<file path="config.mk">
export PLATFORM = sky130hd
export DESIGN_NAME = jam_top
export DESIGN_NICKNAME = d
export VERILOG_FILES = /design/src/design/jam_pkg.sv /design/src/design/cost_scanner.sv /design/src/design/jam_ctrl.sv /design/src/design/jam_top.sv /design/src/design/min_tracker.sv /design/src/design/perm_gen.sv /design/src/design/perm_reorder.sv
export VERILOG_INCLUDE_DIRS = /design/src /design/src/design
export SDC_FILE = /design/constraint.sdc
export NUM_CORES = 1
export LEC_CHECK = 0
export ABC_AREA = 0
export BUFFER_PORTS_ARGS = -buffer_cell sky130_fd_sc_hd__buf_4
export CORE_UTILIZATION = 55
export CTS_CLUSTER_SIZE = 30
export DETAILED_ROUTE_END_ITERATION = 12
export PLACE_DENSITY = 0.71
export RECOVER_POWER = 100
export SYNTH_ARGS = -nofsm -noshare
export SYNTH_HDL_FRONTEND = slang
export SYNTH_HIERARCHICAL = 1
export SYNTH_SLANG_ARGS = --single-unit
</file>
<file path="constraint.sdc">
create_clock -name CLK -period 8.1 [get_ports CLK]
set_input_delay 1.62 -clock CLK [delete_from_list [all_inputs] [get_ports CLK]]
set_output_delay 1.62 -clock CLK [all_outputs]
set_load 0.01 [all_outputs]
</file>
<file path="src/design/jam_consts.svh">
// job assignment constants: problem size and datapath widths
`ifndef JAM_CONSTS_SVH
`define JAM_CONSTS_SVH

// eight workers, eight jobs
`define JAM_N 8

// worker or job index
`define JAM_IDX_W 3

// one cost table entry
`define JAM_COST_W 7

// 8 x 127 = 1016 still fits
`define JAM_TOTAL_W 10

// wide enough for all 8! ties
`define JAM_MATCH_W 16

`endif

</file>
<file path="src/design/jam_pkg.sv">
// job assignment types shared by the datapath and the controller
`include "jam_consts.svh"

package jam_pkg;

	typedef logic [`JAM_IDX_W-1:0] idx_t;
	typedef logic [`JAM_COST_W-1:0] cost_t;
	typedef logic [`JAM_TOTAL_W-1:0] total_t;
	typedef logic [`JAM_MATCH_W-1:0] match_t;

	// entry w holds the job given to worker w
	typedef idx_t perm_t [`JAM_N];

	// run control for the req/ack handshake
	typedef enum logic [1:0] {
		IDLE,
		RUN,
		DONE
	} ctrl_state_e;

endpackage

</file>
<file path="src/design/cost_scanner.sv">
// cost scanner: walks the workers of one permutation and sums their costs
`include "jam_consts.svh"

module cost_scanner (
	input  logic            CLK,
	input  logic            RST,
	input  logic            running,
	input  jam_pkg::perm_t  perm,
	input  jam_pkg::cost_t  Cost,
	output jam_pkg::idx_t   W,
	output jam_pkg::idx_t   J,
	output logic            scan_end,
	output jam_pkg::total_t total
);
	import jam_pkg::*;

	total_t psum;
	logic   last_worker;

	assign last_worker = W == idx_t'(`JAM_N - 1);

	// table lookup is combinational, so J and Cost line up in one cycle
	assign J = perm[W];

	// complete sum shows up together with the last worker
	assign total    = psum + total_t'(Cost);
	assign scan_end = running && last_worker;

	////////////////////////////////////////////////////////////
	// worker index
	////////////////////////////////////////////////////////////

	always_ff @(posedge CLK) begin
		if (RST) begin
			W <= '0;
		end else if (!running) begin
			W <= '0;
		end else begin
			// wraps 7 -> 0 into the next permutation
			W <= W + idx_t'(1);
		end
	end

	////////////////////////////////////////////////////////////
	// partial sum
	////////////////////////////////////////////////////////////

	always_ff @(posedge CLK) begin
		if (!running || last_worker)
			psum <= '0;
		else
			psum <= total;
	end

endmodule

</file>
<file path="src/design/jam_ctrl.sv">
// run controller: four-phase req/ack around one full permutation sweep
module jam_ctrl (
	input  logic CLK,
	input  logic RST,
	input  logic req,
	input  logic is_last,
	input  logic scan_end,
	output logic start,
	output logic running,
	output logic ack
);
	import jam_pkg::*;

	ctrl_state_e state;

	// scanner and generator are live only in RUN
	assign running = state == RUN;

	always_ff @(posedge CLK) begin
		if (RST) begin
			state <= IDLE;
			start <= 1'b0;
			ack   <= 1'b0;
		end else begin
			start <= 1'b0;
			case (state)
				IDLE: begin
					if (req) begin
						state <= RUN;
						start <= 1'b1;
					end
				end
				RUN: begin
					// final scan of the descending permutation
					if (scan_end && is_last)
						state <= DONE;
				end
				DONE: begin
					// first cycle here lets min_tracker take the last total
					if (!ack) begin
						ack <= 1'b1;
					end else if (!req) begin
						ack   <= 1'b0;
						state <= IDLE;
					end
				end
				default: begin
					state <= IDLE;
				end
			endcase
		end
	end

endmodule

</file>
<file path="src/design/jam_top.sv">
// job assignment top: exhaustive permutation search for the cheapest assignment
module jam_top (
	input  logic            CLK,
	input  logic            RST,
	input  logic            req,
	output logic            ack,
	output jam_pkg::idx_t   W,
	output jam_pkg::idx_t   J,
	input  jam_pkg::cost_t  Cost,
	output jam_pkg::total_t MinCost,
	output jam_pkg::match_t MatchCount
);
	import jam_pkg::*;

	logic   start;
	logic   running;
	logic   scan_end;
	total_t total;
	perm_t  perm;
	logic   is_last;
	logic   next_ready;

	////////////////////////////////////////////////////////////
	// control
	////////////////////////////////////////////////////////////

	jam_ctrl jam_ctrl_inst (
		.CLK      (CLK),
		.RST      (RST),
		.req      (req),
		.is_last  (is_last),
		.scan_end (scan_end),
		.start    (start),
		.running  (running),
		.ack      (ack)
	);

	////////////////////////////////////////////////////////////
	// datapath
	////////////////////////////////////////////////////////////

	// costs the current permutation one worker per cycle
	cost_scanner cost_scanner_inst (
		.CLK      (CLK),
		.RST      (RST),
		.running  (running),
		.perm     (perm),
		.Cost     (Cost),
		.W        (W),
		.J        (J),
		.scan_end (scan_end),
		.total    (total)
	);

	// successor is prepared while the scanner works
	perm_gen perm_gen_inst (
		.CLK        (CLK),
		.RST        (RST),
		.start      (start),
		.scan_end   (scan_end),
		.perm       (perm),
		.is_last    (is_last),
		.next_ready (next_ready)
	);

	min_tracker min_tracker_inst (
		.CLK        (CLK),
		.RST        (RST),
		.start      (start),
		.scan_end   (scan_end),
		.total      (total),
		.MinCost    (MinCost),
		.MatchCount (MatchCount)
	);

endmodule

</file>
<file path="src/design/min_tracker.sv">
// minimum tracker: running minimum of assignment totals and its tie count
module min_tracker (
	input  logic            CLK,
	input  logic            RST,
	input  logic            start,
	input  logic            scan_end,
	input  jam_pkg::total_t total,
	output jam_pkg::total_t MinCost,
	output jam_pkg::match_t MatchCount
);
	import jam_pkg::*;

	always_ff @(posedge CLK) begin
		if (RST) begin
			MinCost    <= '1;
			MatchCount <= '0;
		end else if (start) begin
			// fresh run, nothing carried over
			MinCost    <= '1;
			MatchCount <= '0;
		end else if (scan_end) begin
			if (total < MinCost) begin
				MinCost    <= total;
				MatchCount <= match_t'(1);
			end else if (total == MinCost) begin
				MatchCount <= MatchCount + match_t'(1);
			end
		end
	end

endmodule

</file>
<file path="src/design/perm_gen.sv">
// permutation generator: lexicographic successor built behind the current scan
`include "jam_consts.svh"

module perm_gen (
	input  logic           CLK,
	input  logic           RST,
	input  logic           start,
	input  logic           scan_end,
	output jam_pkg::perm_t perm,
	output logic           is_last,
	output logic           next_ready
);
	import jam_pkg::*;

	typedef enum logic [1:0] {
		PG_IDLE,
		PG_FIND,
		PG_SEARCH,
		PG_READY
	} pg_state_e;

	pg_state_e state;
	perm_t     perm_next;
	idx_t      pivot_c;
	logic      pivot_found;
	idx_t      pivot_q;
	idx_t      succ_q;
	idx_t      pos_q;
	idx_t      pivot_val;
	idx_t      cand_val;
	idx_t      best_val;
	logic      find_en;

	function automatic perm_t ascending();
		perm_t p;
		for (int i = 0; i < `JAM_N; i++) begin
			p[i] = idx_t'(i);
		end
		return p;
	endfunction

	////////////////////////////////////////////////////////////
	// pivot: rightmost position below its right neighbour
	////////////////////////////////////////////////////////////

	always_comb begin
		pivot_found = 1'b0;
		pivot_c     = '0;
		for (int i = 0; i < `JAM_N - 1; i++) begin
			if (perm[i] < perm[i + 1]) begin
				pivot_found = 1'b1;
				pivot_c     = idx_t'(i);
			end
		end
	end

	// perm already sits at the ascending start when start arrives
	assign find_en   = start || state == PG_FIND;
	assign pivot_val = perm[pivot_q];
	assign cand_val  = perm[pos_q];
	assign best_val  = perm[succ_q];

	assign next_ready = state == PG_READY;

	perm_reorder perm_reorder_inst (
		.perm_in  (perm),
		.pivot    (pivot_q),
		.succ     (succ_q),
		.perm_out (perm_next)
	);

	always_ff @(posedge CLK) begin
		if (RST) begin
			state   <= PG_IDLE;
			is_last <= 1'b0;
			perm    <= ascending();
		end else if (find_en) begin
			if (start)
				perm <= ascending();
			// right neighbour is a known candidate, search starts one further
			pivot_q <= pivot_c;
			succ_q  <= pivot_c + idx_t'(1);
			pos_q   <= pivot_c + idx_t'(2);
			is_last <= !pivot_found;
			if (!pivot_found || pivot_c == idx_t'(`JAM_N - 2))
				state <= PG_READY;
			else
				state <= PG_SEARCH;
		end else begin
			case (state)
				PG_SEARCH: begin
					// smallest tail entry above the pivot entry
					if (cand_val > pivot_val && cand_val < best_val)
						succ_q <= pos_q;
					if (pos_q == idx_t'(`JAM_N - 1))
						state <= PG_READY;
					else
						pos_q <= pos_q + idx_t'(1);
				end
				PG_READY: begin
					if (scan_end && is_last) begin
						// park at the first permutation for the next run
						perm    <= ascending();
						is_last <= 1'b0;
						state   <= PG_IDLE;
					end else if (scan_end) begin
						perm  <= perm_next;
						state <= PG_FIND;
					end
				end
				default: begin
				end
			endcase
		end
	end

endmodule

</file>
<file path="src/design/perm_reorder.sv">
// permutation reorder: swap pivot with successor, then reverse the tail
`include "jam_consts.svh"

module perm_reorder (
	input  jam_pkg::perm_t perm_in,
	input  jam_pkg::idx_t  pivot,
	input  jam_pkg::idx_t  succ,
	output jam_pkg::perm_t perm_out
);
	import jam_pkg::*;

	perm_t swapped;

	////////////////////////////////////////////////////////////
	// swap
	////////////////////////////////////////////////////////////

	always_comb begin
		swapped        = perm_in;
		swapped[pivot] = perm_in[succ];
		swapped[succ]  = perm_in[pivot];
	end

	////////////////////////////////////////////////////////////
	// tail reversal
	////////////////////////////////////////////////////////////

	// tail is descending after the swap, reversing it makes it ascending
	always_comb begin
		idx_t mirror;
		for (int k = 0; k < `JAM_N; k++) begin
			mirror = idx_t'(`JAM_N + int'(pivot) - k);
			if (k > int'(pivot))
				perm_out[k] = swapped[mirror];
			else
				perm_out[k] = swapped[k];
		end
	end

endmodule

</file>
Word level (Yosys, flattened, before mapping)
Index checks and enable logic that the tools add are counted.
{"block": "word_totals", "inputBits": 10, "mem_bits_rw": 0, "ff_bits": 79, "romBits": 0, "n_memories": 0, "word_cells": 213, "latch_bits": 0}
{"block": "op_classes", "shift": 0, "mul": 0, "n_eq_ne": 17, "div_mod_pow": 0, "n_mux": 88, "magnitude_cmp": 30, "addsub": 14, "reduce_logical": 30, "bitwise": 14}
{"operator": "$mux 24", "n": 5}
{"operator": "$mux 3", "n": 40}
{"operator": "$bmux 3 s3", "n": 11}
{"operator": "$bwmux 24", "n": 2}
{"operator": "$ge 4x4->1 const B", "n": 11}
{"operator": "$not 3->4", "n": 11}
{"operator": "$mux 16", "n": 2}
{"operator": "$lt 3x3->1", "n": 8}
{"operator": "$mux 2", "n": 10}
{"operator": "$demux 3 s3", "n": 2}
{"operator": "$add 16x1->16 const B", "n": 1}
{"operator": "$sub 3x3->3 const B", "n": 5}
{"operator": "$mux 1", "n": 14}
{"operator": "$gt 3x3->1 const A", "n": 4}
{"operator": "$reduce_and 3->1", "n": 4}
{"operator": "$add 10x7->10", "n": 1}
{"operator": "$eq 10x10->1", "n": 1}
{"operator": "$lt 10x10->1", "n": 1}
{"operator": "$reduce_bool 2->1", "n": 5}
{"operator": "$add 3x1->3 const B", "n": 3}
{"operator": "$eq 3x3->1 const B", "n": 3}
{"operator": "$lt 4x1->1 const B", "n": 2}
{"operator": "$ne 2x2->1 const B", "n": 4}
{"operator": "$reduce_and 2->1", "n": 4}
{"operator": "21 further kinds", "n": 39}

Depth between registers and ports, before layout
Gate-level depths: netlist of run 1.
{"block": "logic_depth", "word_depth": 15, "depth_mapped": 15}

Cells and area by module
Netlist of run 1, hierarchy kept.
{"module": "perm_reorder", "seq_area_each_um2": 0.0, "cells_per_inst": 359, "instances": 1, "area_per_inst_um2": 2726.4}
{"module": "perm_gen", "seq_area_each_um2": 810.8, "cells_per_inst": 247, "instances": 1, "area_per_inst_um2": 2478.6}
{"module": "min_tracker", "seq_area_each_um2": 520.5, "cells_per_inst": 173, "instances": 1, "area_per_inst_um2": 1567.8}
{"module": "cost_scanner", "seq_area_each_um2": 260.2, "cells_per_inst": 90, "instances": 1, "area_per_inst_um2": 938.4}
{"module": "jam_ctrl", "seq_area_each_um2": 80.1, "cells_per_inst": 15, "instances": 1, "area_per_inst_um2": 151.4}

Least setup slack after synthesis of run 1
No wires, ideal clock.
{"block": "synth_timing", "path_type": "input to register", "startpoint": "input Cost[0]", "endpoint": "register min_tracker_inst.MatchCount[11]", "path_buffers": 0, "t_required_ns": 8.007, "path_slack_ns": 3.752, "path_stages": 14, "t_arrival_ns": 4.255, "path_cell_list": "ha_1 -> inv_1 -> fa_1 -> nor2b_1 -> o31a_1 -> o21ai_2 -> a21oi_2 -> xor2_1 -> ha_1 -> nand4_4 -> a211o_4 -> o211ai_4 -> nand3_4 -> o311ai_2"}
{"block": "synth_between", "elab_chain_len": 4, "elab_cells_between_ends": 6, "cone_classes": "add/sub (1); order compare (1); eq/ne (1); mux (1); reduce/logical (2)"}
{"element": "start: declaration", "line": "jam_top.sv:9", "rtl": "input jam_pkg::cost_t Cost,"}
{"element": "$add 10x7->10 (*)", "line": "cost_scanner.sv:26", "rtl": "assign total = psum + total_t'(Cost);"}
{"element": "net total[8]", "line": "jam_top.sv:18", "rtl": "total_t total;"}
{"element": "$lt 10x10->1 or $eq 10x10->1 (tied branches)", "line": "min_tracker.sv:22, min_tracker.sv:25"}
{"element": "$reduce_bool 2->1 (no line)"}
{"element": "$reduce_and 2->1 (no line)"}
{"element": "end signal: assignment", "line": "min_tracker.sv:24", "rtl": "MatchCount <= match_t'(1);"}
{"element": "end signal: assignment", "line": "min_tracker.sv:26", "rtl": "MatchCount <= MatchCount + match_t'(1);"}
{"element": "end: declaration", "line": "min_tracker.sv:9", "rtl": "output jam_pkg::match_t MatchCount"}
Mark *: on every way through the listed nets, which the timed path passes. The rest lies on a longest branch.
A chain may end at the register's enable or synchronous reset.

==> reports/results.tsv, run 1 <==
stage	metric	value	unit
run_status	outcome	complete, but fails checks	
run_status	violations	max-capacitance violations, max-slew violations	
clock_tree	ctsHoldBuffers	0	
min_path	hp-start	jam_ctrl_inst/state[1]	
yosys	synth_area_per_cell	8.894	um^2
routing	first_iter_violations	959	
sta	setup_tns	0	ps
yosys	synth_area	7863	um^2
clock_tree	cts_resized	0	
place	place_hpwl	17490	um
worst_setup_path	crit_path_start	perm_gen_inst/pivot_q[1]	
grt	grt_pass1_wl	39840	um
worst_setup_path	crit_arrival	5870	ps
pwr	p_leak	0.003185	uW
clock_tree	cts_sinks	79	
yosys	ys_seq_area_share	21.26	%
sta	relSlewSlack	-33.03	%
grt	grt_use_met3	8.895	%
grt	grt_pass1_vias	7324	
cells_and_area	synthToLayoutAreaGrowth	5.649	%
routing	wl	25560	um
sta	fin_ws	2388	ps
routing	ant_nets	0	
sta	finalHoldViolCount	0	
cells_and_area	nets	959	
yosys	yosysMostFrequentCell	dfxtp_1	
sta	rsz0062_at_grt	no	
cells_and_area	drive_gt1_share	13.89	%
yosys	syn_nets	948	
clock_tree	htree_num_levels	3	
routing	route.vias.total	7725	
routing	wl_per_cell	23.65	um
yosys	ys_async_sr_fraction	0	%
clock_tree	clock_latency	350	ps
yosys	yosysTopAreaCellShare	17.82	%
floorplan	top_level_ports	43	
worst_setup_path	crit_required	8260	ps
grt	grt_max_degree	56	
floorplan	die-width	121.6	um
grt	grt_overflow	0	
grt	top_usage_layer	met2	
floorplan	initial_core_util	56.42	%
floorplan	dieHeight	121.6	um
yosys	synthTopCellsByCount	dfxtp_1, nor2_1, nand2_1, ha_1, mux4_2	
min_path	hold_class	reg2reg	
yosys	netlist_top_cells_area	dfxtp_1, mux4_2, ha_1	
sta	final_max_slew_viol_count	75	
worst_setup_path	cp_max_fo	31	
yosys	synth_cells	884	
grt	grt_use_met1	42.48	%
clock_tree	cts_buffers	9	
routing	drt-pass1-iter-count	5	
clock_tree	cts_tree	done	
clock_tree	cts-root-buf	clkbuf_16	
pwr	power_per_cell_area	124.8	nW/um^2
sta	skew	9.388	ps
floorplan	dieArea	14780	um^2
worst_setup_path	rr_startpoint	perm_gen_inst/pivot_q[1]	
pwr	finalPower	1037	uW
yosys	ys_types	91	
worst_setup_path	end_kind	flip-flop	
yosys	ys_warn_count	6	
pwr	ir_worst_vdd	0.09431	mV
place	gp_congestion	0.9826	
clock_tree	cts_buffer_depth	2	
floorplan	fp.coreArea	13930	um^2
place	place_ws	3171	ps
worst_setup_path	crit_type	reg2reg	
routing	routed_via_density	7.146	
cells_and_area	final_util	59.61	%
yosys	synth_edf_count	9	
grt	antenna_found_initial	0	
grt	track_usage	35.44	%
yosys	synth_top_cell_by_area	dfxtp_1	
clock_tree	path_clk_slew	70	ps
sta	setup_violations	0	
yosys	ys.flop_type	dfxtp_1	
worst_setup_path	cp-start-kind	flip-flop	
routing	drcViolationCount	0	
sta	period_share	70.51	%
yosys	ys_ff_latch	79	
place	portBuffers	42	
flow_run	cap_violations	2	
sta	worstMarginPinSlew	1995	ps
clock_tree	postCtsSetupBuffers	0	
sta	clock.fmax	175.1	MHz
sta	finalCriticalPeriod	5712	ps
floorplan	row_count	43	
grt	use_met2	58.84	%
[critical path, cell delays in order, from the launching register on]
cell      delay, ps
edfxtp_1        320
clkbuf_1       1420
clkinv_1       1340
ha_1            630
nor2b_1         250
o21ai_0         220
a21oi_1          70
nor2_1          420
o22ai_1         140
nor4_1          310
mux2i_1         130
a22oi_1         190
nor2_1           50
[cells by family after synthesis]
family	synth area share (%)
buf+inv	5.363
compound gates	22.69
xor+xnor	1.114
mux	21.04
fa+ha+maj	8.689
simple gates	19.84
flops	21.26
[report_power, final]
| group | switching, uW | internal (uW) | leakage, uW |
|---|---|---|---|
| sequential | 10.8 | 406 | 0.000644 |
| combinational | 123 | 84.7 | 0.00240 |
| clock | 172 | 240 | 0.000143 |
[stage by stage]
step	hold WS, ps	instances	instance area (um^2)
final	474.4	1081	8307
after global routing	491.7	1080	8304
after CTS	464.2	1080	8528
after detailed placement	465.4	1064	8230
after global placement	445.1	1064	8230
after floorplan	429.9	884	7863
[worst paths after layout]
check / endpoint / slack (ps) / cells past startpoint
worst max-delay path: perm_gen_inst/perm[15] / 2390 / 12
worst min-delay path: jam_ctrl_inst/state[0] / 470 / 1
worst max register to register: perm_gen_inst/perm[15] / 2390 / 12
worst min register to register: jam_ctrl_inst/state[0] / 470 / 1
[routing by layer]
layer | wire [um] | vias up | share of wire (%)
met4 | 1194 | 0 | 4.7
met1 | 9709 | 3756 | 38
met5 | 0 | - | 0
li1 | - | 3394 | -
met3 | 2426 | 91 | 9.5
met2 | 12230 | 484 | 48
[flip-flops by register name, summed over array words and instances (netlist names)]
name and count:
cost_scanner_inst/W 3, cost_scanner_inst/psum 10, jam_ctrl_inst/ack 1, jam_ctrl_inst/start 1, jam_ctrl_inst/state 2, min_tracker_inst/MatchCount 16, min_tracker_inst/MinCost 10, perm_gen_inst/is_last 1
perm_gen_inst/perm 24, perm_gen_inst/pivot_q 3, perm_gen_inst/pos_q 3, perm_gen_inst/state 2, perm_gen_inst/succ_q 3
[layout make-up]
| cell class | instances | area (um^2) |
|---|---|---|
| Antenna cell | 1 | 2.502 |
| Clock buffer | 10 | 229.0 |
| Clock inverter | 6 | 68.82 |
| Fill cell | 1292 | 5628 |
| Inverter | 46 | 172.7 |
| Multi-Input combinational cell | 708 | 5682 |
| Sequential cell | 79 | 1672 |
| Tap cell | 180 | 225.2 |
| Timing Repair Buffer | 51 | 255.2 |
[cell usage in the layout, fill, tap and decap left out, drive strengths merged, types with 5 or more instances in the layout]
cell type  netlist  layout
o22ai           28      28
o311ai           7       7
nor2            67      67
nor3b            7       7
ha              53      53
mux2            13      13
and2            18      18
a211oi           8       8
mux4            53      53
mux2i           31      31
nor2b           13      13
o221ai           5       5
a21o             7       7
o21ai           61      61
nor3            13      13
o31a             5       5
or3              5       5
o21a             7       7
a22oi           12      12
inv             44      45
nand4           15      15
nand3           30      30
dfxtp           70      70
clkinv           2       5
buf             27      16
nor4             7       7
a21oi           58      58
clkbuf          24      45
xnor2            7       7
nand2b          23      23
nand2           66      66
a2bb2oi          9       9
edfxtp           9       9
o211ai          18      18
and3             5       5
Note: power is estimated with default switching activity, not from simulation.
==> inputs of run 2 (changes only) <==
- ABC_AREA: 0 -> 1
- clock period: 8.1 -> 5.95 ns (I/O delays scaled with it)
==> run 2 against run 1 <==
The run ends with design-rule violations, max-capacitance violations, max-slew violations left. Hold slack better by 19 ps. Sequential power grew 52%. Non-clock buffer count down 5. Synthesized cell count up 59%. Critical endpoint is now min_tracker_inst/MinCost[4].
==> reports/results.tsv, run 2 <==
stage	metric	value	unit	change
run_status	violations	design-rule violations, max-capacitance violations, max-slew violations		was max-capacitance violations, max-slew violations
place	placedInstanceArea	8667	um^2	was 8230 um^2
floorplan	dieArea	15800	um^2	was 14,780 um^2
worst_setup_path	crit_type	in2reg		was reg2reg
cells_and_area	drive_gt1_share	6.241	%	was 13.89%
place	place_hpwl	18810	um	was 17,490 um
grt	grt_max_degree	49		was 56
sta	relSlewSlack	-1.454	%	was -33.03%
pwr	ir_worst_vdd	0.1678	mV	was 0.09431 mV
cells_and_area	final_common_cell	nand2_1		was dfxtp_1
cells_and_area	largest_reg_flops	24		unchanged
grt	grt_pass1_vias	8133		was 7,324
floorplan	initial_core_util	57.02	%	was 56.42%
yosys	synthTopCellsByCount	nand2_1, nand3_1, inv_1, nor2_1, o21ai_0		was dfxtp_1, nor2_1, nand2_1, ha_1, mux4_2
worst_setup_path	end_kind	flip-flop		unchanged
yosys	synth_cells	1409		was 884
routing	route.vias.total	9311		was 7,725
yosys	synth_top_family_by_area	simple AND/OR/NAND/NOR gates		was compound AO/OA/AOI/OAI gates
sta	final_max_slew_viol_count	16		was 75
place	gp_congestion	0.9212		was 0.9826
yosys	ys_async_sr_fraction	0	%	unchanged
cells_and_area	antenna_cells	0		was 1
yosys	syn_nets	1473		was 948
routing	wl_per_cell	15.75	um	was 23.65 um
clock_tree	ctsHoldBuffers	0		unchanged
pwr	p_leak	0.004572	uW	was 0.003185 uW
routing	drt-pass1-iter-count	10		was 5
floorplan	dieHeight	125.7	um	was 121.6 um
clock_tree	cts_resized	0		unchanged
grt	antenna_found_initial	0		unchanged
pwr	p_seq_share	31.6	%	was 40.2%
yosys	synth_area_per_cell	5.971	um^2	was 8.894 um^2
cells_and_area	largestRegisters	perm_gen_inst/perm (24), min_tracker_inst/MatchCount (16)		unchanged
routing	wl	25360	um	was 25,560 um
yosys	synth-xor-area-share	1.041	%	was 1.114%
grt	track_usage	32.18	%	was 35.44%
floorplan	fp.coreArea	14750	um^2	was 13,930 um^2
yosys	synth_mux_area_share	0.7139	%	was 21.04%
yosys	ys_warn_count	6		unchanged
routing	first_iter_violations	1136		was 959
clock_tree	cts_buffers	9		unchanged
floorplan	die-width	125.7	um	was 121.6 um
grt	grt_pass1_wl	40740	um	was 39,840 um
cells_and_area	final_area	8797	um^2	was 8307 um^2
yosys	yosysMostFrequentCell	nand2_1		was dfxtp_1
sta	finalHoldViolCount	0		unchanged
clock_tree	cts-root-buf	clkbuf_16		unchanged
clock_tree	path_clk_slew	60	ps	was 70 ps
worst_setup_path	cp-start-kind	primary input		was flip-flop
sta	period_share	74.58	%	
clock_tree	cts_buffer_depth	2		unchanged
yosys	ys_seq_area_share	19.87	%	was 21.26%
yosys	synth_top_cell_by_area	nand2_1		was dfxtp_1
place	portBuffers	42		unchanged
worst_setup_path	r2r_slack	2150	ps	was 2390 ps
cells_and_area	synthToLayoutAreaGrowth	4.566	%	was 5.649%
flow_run	cap_violations	1		was 2
pwr	p_switching	827.3	uW	was 305.2 uW
cells_and_area	regMostFlops	perm_gen_inst/perm		unchanged
sta	clock.fmax	225.3	MHz	
yosys	synth_area	8413	um^2	was 7863 um^2
cells_and_area	nets	1485		was 959
run_status	outcome	complete, but fails checks		unchanged
yosys	yosys.area_share.simple	43.40	%	was 19.84%
yosys	ys.flop_type	dfxtp_1		unchanged
sta	skew	9.824	ps	was 9.388 ps
pwr	power_per_cell_area	228.3	nW/um^2	was 124.8 nW/um^2
sta	finalCriticalPeriod	4438	ps	
pwr	clock_power_share	30.1	%	was 39.8%
worst_setup_path	crit_required	6140	ps	was 8260 ps
yosys	ys_types	46		was 91
sta	setup_tns	0	ps	unchanged
floorplan	row_count	44		was 43
routing	ant_nets	0		unchanged
yosys	synth_edf_count	9		unchanged
sta	setup_violations	0		unchanged
clock_tree	cts_sinks	79		unchanged
yosys	synth_compound_area_share	14.29	%	was 22.69%
clock_tree	htree_num_levels	3		unchanged
pwr	pwr-share-comb	38.2	%	was 20.0%
min_path	hold_class	reg2reg		unchanged
clock_tree	cts_tree	done		unchanged
sta	worstMarginPinSlew	1522	ps	was 1995 ps
yosys	synthAdderAreaFrac	8.120	%	was 8.689%
grt	grt_overflow	0		unchanged
yosys	ys_ff_latch	79		unchanged
pwr	p_sw_share	41.20	%	was 29.44%
floorplan	top_level_ports	43		unchanged
routing	routed_via_density	5.783		was 7.146
yosys	netlist_top_cells_area	nand2_1, dfxtp_1, nand3_1		was dfxtp_1, mux4_2, ha_1
yosys	yosysTopAreaCellShare	18.11	%	was 17.82%
routing	drcViolationCount	1		was 0
pwr	p_int	1181	uW	was 731.4 uW
worst_setup_path	crit_arrival	4620	ps	was 5870 ps
cells_and_area	final_cell_mix	nand2_1, nand3_1, inv_1		was dfxtp_1, nor2_1, nand2_1
sta	rsz0062_at_grt	no		unchanged
clock_tree	clock_latency	350	ps	about the same
clock_tree	postCtsSetupBuffers	0		unchanged
worst_setup_path	cp_max_fo	18		was 31
[run 2: cell count changes in the layout (fill, tap and decap cells not counted), sizes merged, moves of 13 or more]
| cell | delta |
|---|---|
| o22ai | -21 |
| nor2b | -13 |
| mux4 | -53 |
| and2 | -18 |
| nand2 | +361 |
| nor2 | +38 |
| mux2 | -13 |
| nand2b | -23 |
| inv | +149 |
| a21oi | +15 |
| o21ai | +45 |
| mux2i | -25 |
| nand3 | +219 |
[run 2: worst paths after layout]
check                                 start                           to  depth (start not counted)
setup / recovery                    Cost[0]  min_tracker_inst/MinCost[4]                         19
hold / removal            jam_ctrl_inst/ack            jam_ctrl_inst/ack                          2
setup reg to reg  cost_scanner_inst/psum[0]  min_tracker_inst/MinCost[4]                         18
hold reg to reg           jam_ctrl_inst/ack            jam_ctrl_inst/ack                          2
[run 2: layout make-up]
type	count	area, um^2
clock buffers	11	264.0
clock inverters	5	61.31
fillers	1633	5957
multi-input cells	1091	5620
flip-flops and latches	79	1672
well taps	184	230.2
repair buffers	46	214.0
inverters	194	735.7
[run 2: worst max-delay path: stages]
cell and delay [ps]:
clkbuf_4 100, ha_1 180, inv_1 60, fa_1 380, inv_1 80, nand3_1 60, nand2_1 130, nand3_1 110
nand2_1 70, nand2_1 50, nand2_1 70, inv_1 70, ha_1 280, nand2_2 60, inv_1 70, a21oi_4 160
nand3_1 380, nor2_1 950, o211ai_1 170
[run 2: cell families after synthesis]
kind of cell,Yosys count
buffers and inverters,239
AO/OA/AOI/OAI,214
adder cells (fa/ha/maj),54
flip-flops,79
XOR/XNOR,10
AND/OR/NAND/NOR,807
multiplexers,6
[run 2: layer usage]
layer,up-vias,part of all wire (%),global-route usage (%),wire (um)
li1,4660,-,-,-
met1,4174,46,45.14,11630
met2,410,42,48.40,10720
met3,67,8.7,5.777,2196
met4,0,3.2,13.41,821
met5,-,0,0,0
[run 2: metrics by stage]
step | hold slack, ps | setup WS (ps) | power, uW | instances | utilization [%]
floorplan | 491.3 | 2344 | 1223 | 1409 | -
global placement | 483.3 | 1885 | 1389 | 1594 | 58.74
detailed placement | 484.3 | 1792 | 1397 | 1594 | 58.74
CTS | 495.2 | 2148 | 2008 | 1610 | 60.95
global route | 512.7 | 1026 | 2147 | 1610 | 59.63
finish | 493.1 | 1512 | 2008 | 1610 | 59.63
[run 2: power groups by stage]
| stage | combinational [uW] | sequential (uW) | clock [uW] |
|---|---|---|---|
| final | 768 | 635 | 605 |
| after floorplan | 609 | 614 | 0 |
| after CTS | 757 | 633 | 619 |
| after global placement | 745 | 644 | 0 |
| after detailed placement | 753 | 644 | 0 |
| after global routing | 865 | 639 | 644 |
==> inputs of run 3 (changes only) <==
- PLACE_DENSITY: 0.71 -> 0.74
- clock period: 5.95 -> 4.05 ns (I/O delays scaled with it)
==> run 3 against run 2 <==
The run ends with design-rule violations left. Sequential share of layout area shrank 0.086 points. Clock skew is 3.5 ps lower. Global-route usage fell by 0.095 points. Largest power group unchanged. Highest routed layer unchanged.
==> reports/results.tsv, run 3 (same netlist as run 2, synthesis figures left out) <==
stage	metric	value	unit	change
run_status	outcome	complete, but fails checks		unchanged
run_status	violations	design-rule violations		was design-rule violations, max-capacitance violations, max-slew violations
min_path	hold_class	reg2reg		unchanged
clock_tree	cts_buffers	9		unchanged
cells_and_area	regMostFlops	perm_gen_inst/perm		unchanged
floorplan	fp.coreArea	14750	um^2	unchanged
clock_tree	cts_sinks	79		unchanged
flow_run	cap_violations	0		was 1
clock_tree	path_clk_slew	60	ps	about the same
routing	first_iter_violations	1036		was 1,136
cells_and_area	final_common_cell	nand2_1		unchanged
cells_and_area	fillerInstances	1556		was 1,633
pwr	p_leak	0.004596	uW	was 0.004572 uW
place	portBuffers	42		unchanged
worst_setup_path	crit_required	4290	ps	was 6140 ps
cells_and_area	final_util	59.90	%	was 59.63%
sta	finalCriticalPeriod	3555	ps	
worst_setup_path	crit_type	in2reg		unchanged
worst_setup_path	cp_slowest_stage_delay	380	ps	was 950 ps
cells_and_area	drive_gt1_share	6.494	%	was 6.241%
worst_setup_path	cp.depth	21		was 19
sta	worstMarginPinSlew	1082	ps	was 1522 ps
clock_tree	ctsHoldBuffers	0		unchanged
sta	setup_violations	0		unchanged
clock_tree	clock_latency	350	ps	about the same
worst_setup_path	crit_arrival	3790	ps	was 4620 ps
grt	grt_pass1_vias	8082		was 8,133
pwr	ir_worst_vdd	0.2604	mV	was 0.1678 mV
floorplan	dieHeight	125.7	um	unchanged
worst_setup_path	cp-start-kind	primary input		unchanged
routing	route.vias.total	9284		was 9,311
min_path	hp-start	jam_ctrl_inst/ack		unchanged
floorplan	top_level_ports	43		unchanged
grt	antenna_found_initial	0		unchanged
routing	drt-pass1-iter-count	12		was 10
grt	grt_max_degree	49		unchanged
worst_setup_path	crit_path_start	Cost[0]		unchanged
grt	grt_overflow	0		unchanged
sta	period_share	87.79	%	
routing	routed_via_density	5.745		was 5.783
pwr	p_switching	1189	uW	was 827.3 uW
floorplan	initial_core_util	57.02	%	unchanged
worst_setup_path	slowest_stage	fa_1		was nor2_1
pwr	p_sw_share	41.34	%	was 41.20%
clock_tree	cts_buffer_depth	2		unchanged
worst_setup_path	r2r_slack	680	ps	was 2150 ps
clock_tree	cts_resized	0		unchanged
clock_tree	htree_num_levels	3		unchanged
place	place_hpwl	18720	um	was 18,810 um
worst_setup_path	rr_startpoint	perm_gen_inst/pivot_q[1]		was cost_scanner_inst/psum[0]
sta	finalHoldViolCount	0		unchanged
pwr	p_seq_share	32.4	%	was 31.6%
cells_and_area	antenna_cells	0		unchanged
worst_setup_path	cp_num_buf_inv	4		was 5
place	gp_congestion	0.9063		was 0.9212
routing	ant_nets	0		unchanged
sta	final_max_slew_viol_count	0		was 16
sta	setup_tns	0	ps	unchanged
worst_setup_path	cp-endpoint	min_tracker_inst/MatchCount[14]		was min_tracker_inst/MinCost[4]
worst_setup_path	end_kind	flip-flop		unchanged
routing	drcViolationCount	1		unchanged
worst_setup_path	crit_family	simple AND/OR/NAND/NOR gates		unchanged
cells_and_area	largest_reg_flops	24		unchanged
floorplan	dieArea	15800	um^2	unchanged
clock_tree	postCtsSetupBuffers	0		unchanged
floorplan	row_count	44		unchanged
worst_setup_path	cpMostUsedCell	nand2_1		
pwr	p_int	1687	uW	was 1181 uW
worst_setup_path	crit_chain	clkbuf_4, ha_1, inv_1, fa_1, inv_1, nand3_1, nand2_1, nand2_1, nand2_1, xor2_1, inv_1, ha_1, nand2_1, nor2_1, nand3_1, nand3_2, nand2_1, nand2_1, nand2_1, nand2_1, nor2_1		was clkbuf_4, ha_1, inv_1, fa_1, inv_1, nand3_1, nand2_1, nand3_1, nand2_1, nand2_1, nand2_1, inv_1, ha_1, nand2_2, inv_1, a21oi_4, nand3_1, nor2_1, o211ai_1
pwr	pwr-share-comb	39.5	%	was 38.2%
sta	relSlewSlack	27.09	%	was -1.454%
routing	wl_per_cell	15.48	um	was 15.75 um
grt	track_usage	32.09	%	was 32.18%
routing	wl	25020	um	was 25,360 um
floorplan	die-width	125.7	um	unchanged
sta	rsz0062_at_grt	no		unchanged
worst_setup_path	r2r-end	perm_gen_inst/perm[8]		was min_tracker_inst/MinCost[4]
pwr	power_per_cell_area	325.4	nW/um^2	was 228.3 nW/um^2
cells_and_area	nets	1491		was 1,485
cells_and_area	synthToLayoutAreaGrowth	5.042	%	was 4.566%
clock_tree	cts-root-buf	clkbuf_16		unchanged
grt	grt_pass1_wl	40650	um	was 40,740 um
sta	clock.fmax	281.3	MHz	
worst_setup_path	cp_max_fo	12		was 18
cells_and_area	final_cell_mix	nand2_1, nand3_1, inv_1		unchanged
sta	skew	6.312	ps	was 9.824 ps
cells_and_area	largestRegisters	perm_gen_inst/perm (24), min_tracker_inst/MatchCount (16)		unchanged
pwr	clock_power_share	28.1	%	was 30.1%
clock_tree	cts_tree	done		unchanged
min_path	hold_depth	2		unchanged
worst_setup_path	r2r_cells	15		was 18
## run 3: cell types whose count changed in the layout (fill, tap and decap cells not counted), sizes merged
cell    delta
clkbuf     -2
inv        -1
clkinv     +1
buf        +8
## run 3: layout make-up
type                       instances  area, um^2  share of cell area (%)
clock buffer                      11       232.7                   2.633
clock inverter                     5       57.56                  0.6513
inverter                         194       735.7                   8.325
multi-input combinational       1091        5638                   63.80
sequential                        79        1672                   18.92
tap                              184       230.2                   2.605
timing repair buffer              52       271.5                   3.072
## run 3: worst min-delay path, cell delays in order, from the launching register on
cell and delay, ps:
dfxtp_1 320, nand2_1 60, a21oi_1 50
## run 3: through the flow
step                std cells  setup WS [ps]  power, uW  hold slack, ps  cell area, um^2
floorplan                1409          824.3       1796           491.3             8413
global placement         1600          400.9       2048           489.5             8725
detailed placement       1600          303.0       2058           488.8             8725
CTS                      1616          659.0       2871           501.2             9015
global route             1616          159.5       3070           527.9             8837
finish                   1616          494.6       2875           484.7             8837
## run 3: how the worst min path moves through the flow
stage | endpoint
after global placement | jam_ctrl_inst/ack
after global routing | jam_ctrl_inst/ack
after detailed placement | jam_ctrl_inst/ack
after floorplan | cost_scanner_inst/psum[9]
after CTS | jam_ctrl_inst/ack
final | jam_ctrl_inst/ack
## run 3: metal layers
metal	up-vias	routed length, um	track usage, %
met1	4148	11370	45.14
met4	0	545	10.90
li1	4672	-	-
met2	423	10660	49.93
met3	41	2440	4.843
met5	-	0	0
## run 3: power by group through the flow
stage	clock [uW]	combinational, uW	sequential (uW)
after floorplan	0	895	901
after global placement	0	1100	945
after global routing	855	1280	937
after detailed placement	0	1110	945
final	808	1140	932
after CTS	823	1120	928
